## config.mk

```make
export PLATFORM = sky130hd
export DESIGN_NAME = avmm_beat_counter
export DESIGN_NICKNAME = d
export VERILOG_FILES = /design/src/verilog/avmm_beat_counter.sv
export SDC_FILE = /design/constraint.sdc
export NUM_CORES = 1
export LEC_CHECK = 0
export BUFFER_PORTS_ARGS = -buffer_cell sky130_fd_sc_hd__buf_2
export CAP_MARGIN = 10
export CORE_AREA = 8 8 50 73
export CTS_BUF_LIST = sky130_fd_sc_hd__clkbuf_8
export DETAILED_ROUTE_END_ITERATION = 6
export DIE_AREA = 0 0 58 81
export HOLD_SLACK_MARGIN = 0.06
export PLACE_DENSITY = 0.67
export REMOVE_ABC_BUFFERS = 1
export SLEW_MARGIN = 20
export SYNTH_ARGS = -nofsm -noshare
export SYNTH_HDL_FRONTEND = slang
export SYNTH_SLANG_ARGS = --single-unit
```

## constraint.sdc

```tcl
create_clock -name clk -period 2.72 [get_ports clk]
set_input_delay 0.136 -clock clk [delete_from_list [all_inputs] [get_ports clk]]
set_output_delay 0.136 -clock clk [all_outputs]
set_load 0.005 [all_outputs]
```

## src/verilog/avmm_beat_counter.sv

```systemverilog
`timescale 1ns/1ps

// Beat position inside a burst and burst position inside one copy
module avmm_beat_counter
#(
    parameter int BURST_LEN = 4
)
(
    input  logic                          clk,
    input  logic                          rst_n,
    input  logic                          clear,
    input  logic                          beat_inc,
    input  logic                          burst_inc,
    input  logic [7:0]                    num_bursts,
    output logic [$clog2(BURST_LEN)-1:0]  beat_idx,
    output logic [7:0]                    burst_idx,
    output logic                          last_beat,
    output logic                          last_burst
);

    localparam int IDX_W = $clog2(BURST_LEN);

    // Burst count captured at start so the copy length cannot shift mid-copy
    logic [7:0] nb_q;

    always_ff @(posedge clk or negedge rst_n)
    begin
        if (!rst_n)
        begin
            beat_idx  <= '0;
            burst_idx <= '0;
            nb_q      <= '0;
        end
        else if (clear)
        begin
            beat_idx  <= '0;
            burst_idx <= '0;
            nb_q      <= num_bursts;
        end
        else
        begin
            // The beat index wraps so read fill and write replay share it
            if (beat_inc)
            begin
                beat_idx <= last_beat ? '0 : beat_idx + 1'b1;
            end
            if (burst_inc)
            begin
                burst_idx <= burst_idx + 8'd1;
            end
        end
    end

    assign last_beat  = beat_idx == IDX_W'(BURST_LEN - 1);
    assign last_burst = burst_idx == nb_q - 8'd1;

endmodule

```

==> Yosys cells after proc, flatten, opt, wreduce, memory -nomap -nowiden <==
Cells that the tools add are included.
Widths: inputs -> output; s select.
{ "classes": {"addsub": 3, "n_eq_ne": 2, "muxes": 5, "n_reduce_logical": 2} }
{ "op_table": {"columns": ["op", "count"], "rows": [
  ["$mux 8", 2],
  ["$add 8x1->8 const B", 1],
  ["$eq 8x8->1", 1],
  ["$sub 8x1->8 const B", 1],
  ["$mux 2", 3],
  ["$reduce_bool 2->1", 2],
  ["$add 2x1->2 const B", 1],
  ["$eq 2x2->1 const B", 1]
]} }
{ "word_totals": {"reg_bits": 18, "in_bits": 13} }

==> Depth between registers and ports, before layout <==
{ "logic_depth": {"ltp_word": 4, "ltp_mapped": 6, "mapped_depth_nobuf": 6} }

==> Worst setup path before layout <==
OpenSTA, ideal clock, no wires.
{ "synth_path": {"kind": "register to output", "from": "register nb_q[2]", "to": "output port last_burst", "t_arrival_ps": 1494, "slack_ps": 1090, "stages_incl_launch_ff": 6, "path_buffers": 1, "path_cell_list": "dfrtp_1 -> buf_6 -> or4_4 -> nor4_4 -> xnor2_1 -> nor4_2"} }
{ "synth_via": {"elab_chain_len": 2} }
{ "synth_rtl": {"columns": ["element", "line", "text"], "rows": [
  ["from (decl)", "24", "logic [7:0] nb_q;"],
  ["from (signal assigned)", "38", "nb_q <= num_bursts;"],
  ["$sub 8x1->8", "55", "assign last_burst = burst_idx == nb_q - 8'd1;"],
  ["$eq 8x8->1", "55", null],
  ["to (decl)", "18", "output logic last_burst"]
]} }
Every way passes these cells.

==> Final worst setup path <==
{ "layout_path": {"from": "register nb_q[0]", "to": "output port last_burst"} }
Same word-level chain as after synthesis.

==> impl_metrics.env <==
export IMPL_finalCritPeriodShare_pct=77.5
export IMPL_layout_cells_non_filler=147
export IMPL_fin_hold_ws_ns=0.101
export IMPL_initial_core_util_pct=38.7
export IMPL_combPwrFrac_pct=16.2
export IMPL_p_int_mw=0.467
export IMPL_gp_congestion=0.842
export IMPL_hold_class="in -> reg"
export IMPL_drc_errors=0
export IMPL_hold_viol=0
export IMPL_htree_levels=1
export IMPL_clk_pin_slew_ns=0.07
export IMPL_worstPathRequired_ns=2.58
export IMPL_synth_seq_area_share_pct=44.9
export IMPL_path_max_fanout=5
export IMPL_coreArea_um2=2590
export IMPL_drv_cap=0
export IMPL_power_density_nw_per_um2=520
export IMPL_port_buffers=24
export IMPL_nFillCells=267
export IMPL_grt_pass1_vias=840
export IMPL_yosysWarnings=0
export IMPL_fin_nets=139
export IMPL_power_leakage_nw=0.558
export IMPL_place_inst=142
export IMPL_synth_cells=96
export IMPL_synth_top_area_share_pct=44.9
export IMPL_outcome="finished clean"
export IMPL_netSwitchingFraction_pct=25.3
export IMPL_synth_largest_area_cell="dfrtp_1"
export IMPL_dpl_cell_area_um2=1140
export IMPL_drive_gt1_share_pct=31.1
export IMPL_finalSetupTns_ns=0
export IMPL_synth_cell_type_count=24
export IMPL_antenna_found_initial=0
export IMPL_slew_viol_final=0
export IMPL_period_minus_slack_ns=2.11
export IMPL_syn_to_final_growth_pct=19.7
export IMPL_rsz0062_at_grt="false"
export IMPL_synth_top_flop_cell="dfrtp_1"
export IMPL_path_class="reg -> out"
export IMPL_die_w_um=58
export IMPL_ys_seq_elements=18
export IMPL_fin_util_pct=46.4
export IMPL_worstMarginPinSlew_ns=0.400
export IMPL_max_freq_mhz=475
export IMPL_seqPwrFrac_pct=49.5
export IMPL_grt_max_degree=21
export IMPL_end_kind="output port"
export IMPL_pwr_share_clk_pct=34.3
export IMPL_detailed_place_hpwl_um=1750
export IMPL_rows=23
export IMPL_synthesis_area_um2=1000
export IMPL_ioPinCount=25
export IMPL_cp_data_arrival_time_ns=1.97
export IMPL_ant_nets=0
export IMPL_grt_overflow=0
export IMPL_irDropWorstVdd_v=0.000283
export IMPL_vias_per_cell=5.29
export IMPL_routed_wl_um=2160
export IMPL_first_pass_iters=2
export IMPL_synth_edf_count=0
export IMPL_clockRootBuffer="clkbuf_8"
export IMPL_via_count=778
export IMPL_grt_pass1_wl_um=3700
export IMPL_slew_headroom_pct=73.3
export IMPL_drt_iter0_markers=28
export IMPL_p_sw_mw=0.158
export IMPL_clock_path_buffers=2
export IMPL_cts_sinks=18
export IMPL_die_area_um2=4700
export IMPL_setup_violations=0
export IMPL_fin_skew_ns=0.000598
export IMPL_grtUsageTotal_pct=10.3
export IMPL_cts_made_buffers=3
export IMPL_postSynth_asyncResetShare_pct=100
export IMPL_final_area_um2=1200
export IMPL_ys_top_cells_by_area="dfrtp_1 45%, xnor2_1 11%, mux2_2 6.7%"
export IMPL_antenna_cells=0
export IMPL_setup_worst_path_start_class="register"
export IMPL_syn_area_per_cell_um2=10.5
export IMPL_cts_tree="yes"
export IMPL_clk_insertion_delay_late_ns=0.25
export IMPL_wl_per_cell_um=14.7
export IMPL_die_h_um=81
path summary, 6_finish.rpt:
path / start / to / slack, ns / depth (start not counted)
min in group asynchronous: rst_n / beat_idx[1] / 0.34 / 2
max in group asynchronous: rst_n / nb_q[3] / 2.09 / 2
hold / removal: num_bursts[1] / nb_q[1] / 0.10 / 3
hold reg to reg: nb_q[7] / nb_q[7] / 0.55 / 1
setup reg to reg: burst_idx[2] / burst_idx[5] / 1.47 / 3
setup / recovery: nb_q[0] / last_burst / 0.61 / 7
metal layers:
metal | share of wire, % | global-route usage [%] | vias up
met5 | 0 | 0 | -
met2 | 59 | 18.8 | 9
met3 | 1.6 | 1.11 | 4
met4 | 2.3 | 7.64 | 0
met1 | 37 | 10.4 | 387
li1 | - | - | 378
cell usage after synthesis (all sizes together), types with 2 or more instances:
cell type,instances
dfrtp,18
nand3,2
a21oi,2
mux2i,3
xor2,4
o21ai,3
ha,3
nor3,4
inv,5
nand2,4
xnor2,13
nand4,3
nor2,15
nor4,2
clkbuf,2
mux2,6
power groups by stage:
| stage | registers [mW] | clock network (mW) | logic (mW) |
|---|---|---|---|
| global placement | 0.314 | 0 | 0.0970 |
| finish | 0.309 | 0.214 | 0.101 |
| global route | 0.313 | 0.235 | 0.114 |
| CTS | 0.310 | 0.220 | 0.104 |
| detailed placement | 0.315 | 0 | 0.102 |
| floorplan | 0.310 | 0 | 0.0654 |
cells in the final DEF (no fill, tap or decap), types with 4 or more instances in the layout:
| master | Yosys | layout |
|---|---|---|
| xnor2_1 | 13 | 13 |
| dfrtp_1 | 18 | 18 |
| nor3_1 | 4 | 4 |
| mux2_2 | 6 | 6 |
| nor2_1 | 15 | 15 |
| clkbuf_8 | 0 | 4 |
| inv_1 | 5 | 5 |
| buf_2 | 0 | 24 |
| xor2_1 | 4 | 4 |
| nand2_1 | 4 | 4 |
critical path, stage by stage (launching register included):
cell	delay (ns)
dfrtp_1	0.46
inv_1	0.09
ha_1	0.26
xnor2_1	0.16
nor2_1	0.06
o31a_1	0.29
nor4_2	0.26
buf_2	0.15
cell type report:
cell class	count	area (um^2)	share of cell area, %
tap	25	31.3	2.60
sequential	18	450	37.5
inverter	5	18.8	1.56
multi-input combinational	70	515	42.9
clock buffer	4	55.1	4.58
timing repair buffer	25	130	10.8
stage by stage:
step                      setup slack [ns]  power [mW]
after CTS                            0.587       0.633
after global routing                 0.444       0.662
final                                0.613       0.624
after floorplan                       1.09       0.376
after global placement               0.953       0.411
after detailed placement             0.869       0.417
flip-flops by register name (all words and copies together), names as in the netlist:
signal	count
burst_idx	8
nb_q	8
beat_idx	2
timing repair:
item,in CTS,in global routing
hold buffers,1,0
setup buffers,0,0
endpoints found under the hold margin,18,0
gates resized for setup,0,0
cell families (layout without fill, tap and decap cells):
| logic type | after synthesis | after routing | synth area share [%] |
|---|---|---|---|
| and+or+nand+nor | 34 | 34 | 19.0 |
| adders and majority gates | 3 | 3 | 3.74 |
| muxes | 9 | 9 | 9.73 |
| xor gates and xnor gates | 17 | 17 | 14.8 |
| AOI/OAI and AO/OA | 7 | 7 | 4.11 |
| DFF | 18 | 18 | 44.9 |
| buffers and inverters | 8 | 34 | 3.74 |
Power figures use the tool's default switching activity.
