===== config.mk =====
export PLATFORM = sky130hd
export DESIGN_NAME = avmm_line_buffer
export DESIGN_NICKNAME = d
export VERILOG_FILES = /design/src/verilog/avmm_pkg.sv /design/src/verilog/avmm_line_buffer.sv
export SDC_FILE = /design/constraint.sdc
export NUM_CORES = 1
export LEC_CHECK = 0
export BUFFER_PORTS_ARGS = -buffer_cell sky130_fd_sc_hd__clkbuf_2
export CORE_ASPECT_RATIO = 1.5
export CORE_MARGIN = 2
export CORE_UTILIZATION = 38
export CTS_CLUSTER_SIZE = 25
export DETAILED_ROUTE_END_ITERATION = 16
export PLACE_DENSITY = 0.52
export SLEW_MARGIN = 40
export SYNTH_ARGS = -nofsm -noshare
export SYNTH_HDL_FRONTEND = slang
export SYNTH_SLANG_ARGS = --single-unit
export TNS_END_PERCENT = 100

===== constraint.sdc =====
create_clock -name clk -period 1.2 [get_ports clk]
set_input_delay 0.12 -clock clk [delete_from_list [all_inputs] [get_ports clk]]
set_output_delay 0.12 -clock clk [all_outputs]
set_load 0.01 [all_outputs]

===== src/verilog/avmm_pkg.sv =====
// Shared widths and the copy state encoding for the Avalon copy engine
package avmm_pkg;

    // Word address width, which gives 1024 words of memory
    localparam int ADDR_W = 10;

    // Data word width
    localparam int DATA_W = 32;

    // Burstcount field width, enough for bursts of up to 8 beats
    localparam int BURST_W = 4;

    // States of the copy FSM
    // IDLE waits for start and RD_REQ issues one read burst
    // RD_DATA collects the returned beats into the line buffer
    // WR_BEAT streams the buffered beats out as one write burst
    // DONE waits for the memory to take the final write beat
    typedef enum logic [2:0]
    {
        IDLE,
        RD_REQ,
        RD_DATA,
        WR_BEAT,
        DONE
    } copy_state_t;

endpackage


===== src/verilog/avmm_line_buffer.sv =====
`timescale 1ns/1ps

// One burst worth of read data, replayed as write data
module avmm_line_buffer
#(
    parameter int BURST_LEN = 4
)
(
    input  logic                          clk,
    input  logic                          rst_n,
    input  logic                          wr,
    input  logic [$clog2(BURST_LEN)-1:0]  wr_idx,
    input  logic [avmm_pkg::DATA_W-1:0]   wr_data,
    input  logic [$clog2(BURST_LEN)-1:0]  rd_idx,
    output logic [avmm_pkg::DATA_W-1:0]   rd_data
);
    import avmm_pkg::*;

    logic [DATA_W-1:0] line_q [BURST_LEN];

    // One register per beat of the burst, filled by the read beat index
    always_ff @(posedge clk or negedge rst_n)
    begin
        if (!rst_n)
        begin
            for (int i = 0; i < BURST_LEN; i++)
            begin
                line_q[i] <= '0;
            end
        end
        else if (wr)
        begin
            line_q[wr_idx] <= wr_data;
        end
    end

    // Combinational read lets every write beat follow the previous one directly
    // The index only moves on an accepted beat, so data stays put during a stall
    assign rd_data = line_q[rd_idx];

endmodule


# --- After elaboration in Yosys (flattened, before gate mapping) ---
# Cells that the tools add are included.
totals:
  regBits: 128
  out_inout_bits: 32
  word_cells: 16
classes:
  magnitude_cmp: 3
  muxes: 6
  bitwise: 2
  reduce_logical: 1
ops:
  columns: ["op", "n"]
  rows:
  - ["bitwise mux 128 bit", 1]
  - ["2-to-1 mux 32 bit", 3]
  - ["binary-select mux 32 bit (select 2 bit)", 1]
  - ["demux 32 bit (select 2 bit)", 1]
  - [">= comparator 3 bit, second input constant", 2]
  - ["inverter 2 -> 3 bit", 2]
  - ["less-than comparator 3 x 1 -> 1 bit, second input constant", 1]
  - ["logical AND 1 bit", 1]

# --- Logic depth before layout (Yosys ltp) ---
depth:
  ltp_word: 6
  ltp_mapped: 3
  ltp_nobuf: 2

# --- Worst setup path after synthesis ---
# OpenSTA, ideal clock, no wires.
synth_timing:
  kind: "input to output"
  from: "in rd_idx[0]"
  to: "out rd_data[0] (netlist bit)"
  arrival_time_ns: 1.028
  t_required_ns: 1.080
  slack_ns: 0.052
  stages: 3
  n_path_buf: 2
  path_cell_list: "buf_2 buf_4 mux4_2"
synth_between:
  elab_chain_cells: 4
synth_rtl:
  columns: ["element", "line", "rtl"]
  rows:
  - ["from (decl)", "avmm_line_buffer.sv:14", "input logic [$clog2(BURST_LEN)-1:0] rd_idx,"]
  - ["inverter 2 -> 3 bit (not written as such)", "avmm_line_buffer.sv:39", "assign rd_data = line_q[rd_idx];"]
  - ["binary-select mux 32 bit (select 2 bit)", "avmm_line_buffer.sv:39", null]
  - ["2-to-1 mux 32 bit (not written as such) (2 in a row)", "avmm_line_buffer.sv:39", null]
  - ["to (decl)", "avmm_line_buffer.sv:15", "output logic [avmm_pkg::DATA_W-1:0] rd_data"]
# Every way passes these cells. The select of a mux whose other input is x is not followed.

# --- Final worst setup path ---
layout_timing:
  from: "reg line_q[31] (netlist bit)"
  to: "out rd_data[31] (netlist bit)"
layout_between:
  elab_chain_cells: 3
layout_rtl:
  columns: ["element", "line", "rtl"]
  rows:
  - ["from (decl)", "avmm_line_buffer.sv:19", "logic [DATA_W-1:0] line_q [BURST_LEN];"]
  - ["from (signal, indexed assignment)", "avmm_line_buffer.sv:33", "line_q[wr_idx] <= wr_data;"]
  - ["binary-select mux 32 bit (select 2 bit)", "avmm_line_buffer.sv:39", null]
  - ["2-to-1 mux 32 bit (not written as such) (2 in a row)", "avmm_line_buffer.sv:39", null]
# Every way passes these cells. The select of a mux whose other input is x is not followed.

==> metrics.md <==
| Metric | Value |
|---|---|
| Crit path cell chain | mux4_2 > clkbuf_2 |
| Netlist cell types | 10 |
| Clock transition at path regs | 0.05 ns |
| Mapped Avg Cell Area | about 18 sq um |
| Clk buf depth | 2 |
| Seq pwr share | 0.414 |
| # IOs | between 70 and 80 |
| Row count | 53 |
| Regs by FF count | line_q: 128 flops |
| Port Buf Inserts | 70 |
| First-pass GRT wire length | 18,750 um |
| DR vias/cell | around 5.0 |
| First-pass DRT Iterations | 4 |
| Total number of vias | about 3,200 |
| CTS Sinks | approximately 130 |
| Syn nets | 350 |
| Synth top area share | 0.5820 |
| P_sw | a little over 0.003 W |
| Die Width | 102.3 um |
| Total GRT Usage | 0.1651 |
| Wirelength per Cell | between 15 and 20 um |
| Total gr overflow | 0 |
| Worst Setup SP | line_q[31] |
| Flop-to-flop setup slack | ~0.34 ns |
| Simple-gate portion of the synthesized area | 0.005910 |
| Mux cell area share after synthesis | 0.3928 |
| Number of max-cap violations | 0 |
| Xor and xnor area share after synthesis | 0 |
| Internal cell power | 0.01033 W |
| Clock Root Buffer | clkbuf_16 |
| VDD IR-drop max | between 0.001 and 0.0015 V |
| WS Path Type | flop to output port |
| RR Endpoint | line_q[28] |
| Max layer used | met4 |
| DP Wirelength | between 7000 and 8000 um |
| Routability Congestion | 0.7427 |
| Vias in the first global route | about 3,500 |
| Crit path capture | rd_data[31] |
| Met1 Routed Length | between 5000 and 6000 um |
| Mapped Area | roughly 5500 sq um |
| Worst path max stage delay | ~0.50 ns |
| HP Class | input pin to flop |
| Logic pwr share | 0.168 |
| Layout cells sized above 1 | 0.6286 |
| P per Cell Area | 1840 nW/um^2 |
| Crit path max fanout | 2 |
| Outcome | finished, violations left |
| Final setup fails | 32 |
| Nets@finish | 473 |
| N_diodes | 0 |
| Routed Antenna Nets | 0 |
| Final std cells w/o fill | between 600 and 700 |
| Synth area leader | dfrtp_1 |
| Largest family of logic cells by synthesized area | multiplexers |
| Max reg flops | between 100 and 150 |
| Routed WL | 11,420 um |
| Clock skew | 0 ns |
| Worst Path Required | 1.08 ns |
| Die Height | 151.4 um |
| Synthesis Warnings | 0 |
| Adder-Cell Fraction of Synth Area | 0 |
| Synth Area in Compound Gates | 0 |
| Setup ws final | -0.3603 ns |
| Area contributors post-synth | dfrtp_1 (58%), mux2_2 (26%), mux4_2 (13%) |
| Element type at the critical path end | output port |
| Clock latency on the worst-skew pair | ~0.41 ns |
| Die area | between 15,000 and 20,000 sq um |
| Flop and latch count out of synthesis | 128 |
| CTS tree | built |
| H-tree levels | 4 |
| Area growth, synth to finish | 31.96% |
| Worst slew margin | 0.7803 |
| Placed insts | around 570 |
| Fmax | 0.6409 GHz |
| Util after Layout | 0.5166 |
| RR Startpoint | line_q[28] |
| Initial Util | 0.3915 |
| Slowest CP cell | mux4_2 |
| Sequential area share after synthesis | 0.5820 |
| Routed length on met2 | 5772 um |
| Failing checks | negative setup slack |
| Largest net degree at the start of global routing | 61 |
| Core area | ~14,000 sq um |
| Unrepaired setup endpoints after global routing | true |
| Static leakage | approximately 3.2 nW |
| Crit path arrival time | approximately 1.4 ns |
| Total CTS buffers | 17 |
| Period utilization | 1.300 |
| Met3 WL | approximately 450 um |
| Top reg by flops | line_q |
| Final Slew Violations | 0 |
| Clk pwr share | 0.419 |
| Startpoint types | flop |
| Mapped Cells | approximately 310 |
| Slew @ Worst Pin | around 0.33 ns |
| Initial antenna violation count | 0 |
| Switching Fraction | 0.2269 |
| Final hold viol count | 0 |
| Worst R2R Path Depth | 2 |
| DRC errors left | 0 |
| Final min period | roughly 1.6 ns |
| Initial detailed-routing violation count | 93 |
-- power by group through the flow --
| stage | clock network [W] | logic, W | registers (W) |
|---|---|---|---|
| finish | 0.00559 | 0.00224 | 0.00553 |
| global route | 0.00595 | 0.00243 | 0.00564 |
| CTS | 0.00575 | 0.00225 | 0.00554 |
| detailed placement | 0 | 0.00214 | 0.00561 |
| global placement | 0 | 0.00209 | 0.00559 |
| floorplan | 0 | 0.00145 | 0.00545 |
-- Yosys cell counts --
cell type,n
buf_1,3
buf_2,10
buf_4,6
dfrtp_1,128
mux2_1,2
mux2_2,126
mux4_2,32
nand3_1,1
nand3b_1,2
nor3b_2,1
-- layout make-up --
cell class                 instances  area, sq um
clock inverter                    11        185.2
multi-input combinational        164         2206
tap                              192        240.2
clock buffer                      21        460.4
fill                            1191         6795
timing repair buffer             123        968.4
sequential                       128         3203
-- logic make-up after synthesis --
| kind of cell | Yosys count |
|---|---|
| buf+inv | 19 |
| flops | 128 |
| mux | 160 |
| simple gates | 4 |
-- metal layers --
metal | track usage | up-vias
met3 | 0.05215 | 14
li1 | - | 1425
met5 | 0 | -
met2 | 0.2711 | 61
met1 | 0.2020 | 1676
met4 | 0.06467 | 0
-- what timing repair did --
item	in CTS	in global routing
setup buffers	2	0
gates resized for setup	0	13
pin swaps	0	0
endpoints found under the setup margin	32	32
endpoints found under the hold margin	251	0
hold buffers	32	0
-- cells in the final DEF, fill, tap and decap left out --
cell type	netlist	final
nor3b_4	0	1
mux4_2	32	32
clkbuf_2	0	63
buf_6	0	4
mux2_1	2	2
bufinv_16	0	5
mux2_2	126	126
nand3b_1	2	2
nand3_2	0	1
clkinvlp_4	0	2
clkbuf_8	0	2
buf_2	10	2
clkbuf_16	0	17
clkinv_2	0	4
dlygate4sd3_1	0	32
dfrtp_1	128	128
clkbuf_1	0	2
buf_4	6	13
buf_12	0	9
-- how the worst min path moves through the flow --
stage	start	end	slack (ns)	depth (start not counted)
final	wr_data[4]	line_q[100]	0.03	2
after global routing	wr_data[4]	line_q[100]	0.02	2
after CTS	wr_data[4]	line_q[100]	0.003	2
after detailed placement	rst_n	line_q[108]	0.04	1
after global placement	rst_n	line_q[107]	0.03	1
after floorplan	rst_n	line_q[0]	-0.18	0
-- metrics by stage --
stage	hold WS [ns]	setup TNS, ns	total power (W)	area, sq um	worst slack, ns
5_1_grt	0.01546	-11.67	0.01402	7263	-0.4042
2_1_floorplan	-0.1756	0	0.006901	5504	0.05248
6_report	0.02704	-9.997	0.01336	7263	-0.3603
4_1_cts	0.003221	-10.92	0.01354	7238	-0.3783
3_5_place_dp	0.03583	-3.785	0.007750	6257	-0.08548
3_3_place_gp	0.03024	-4.072	0.007675	6257	-0.08526
-- worst max-delay path: cells and delay by family (launching register included) --
kind	cells	cell delay, ns
buffers and inverters	1	0.15
DFF	1	0.39
muxes	1	0.50
No activity file was read; power rests on OpenSTA's default activity.
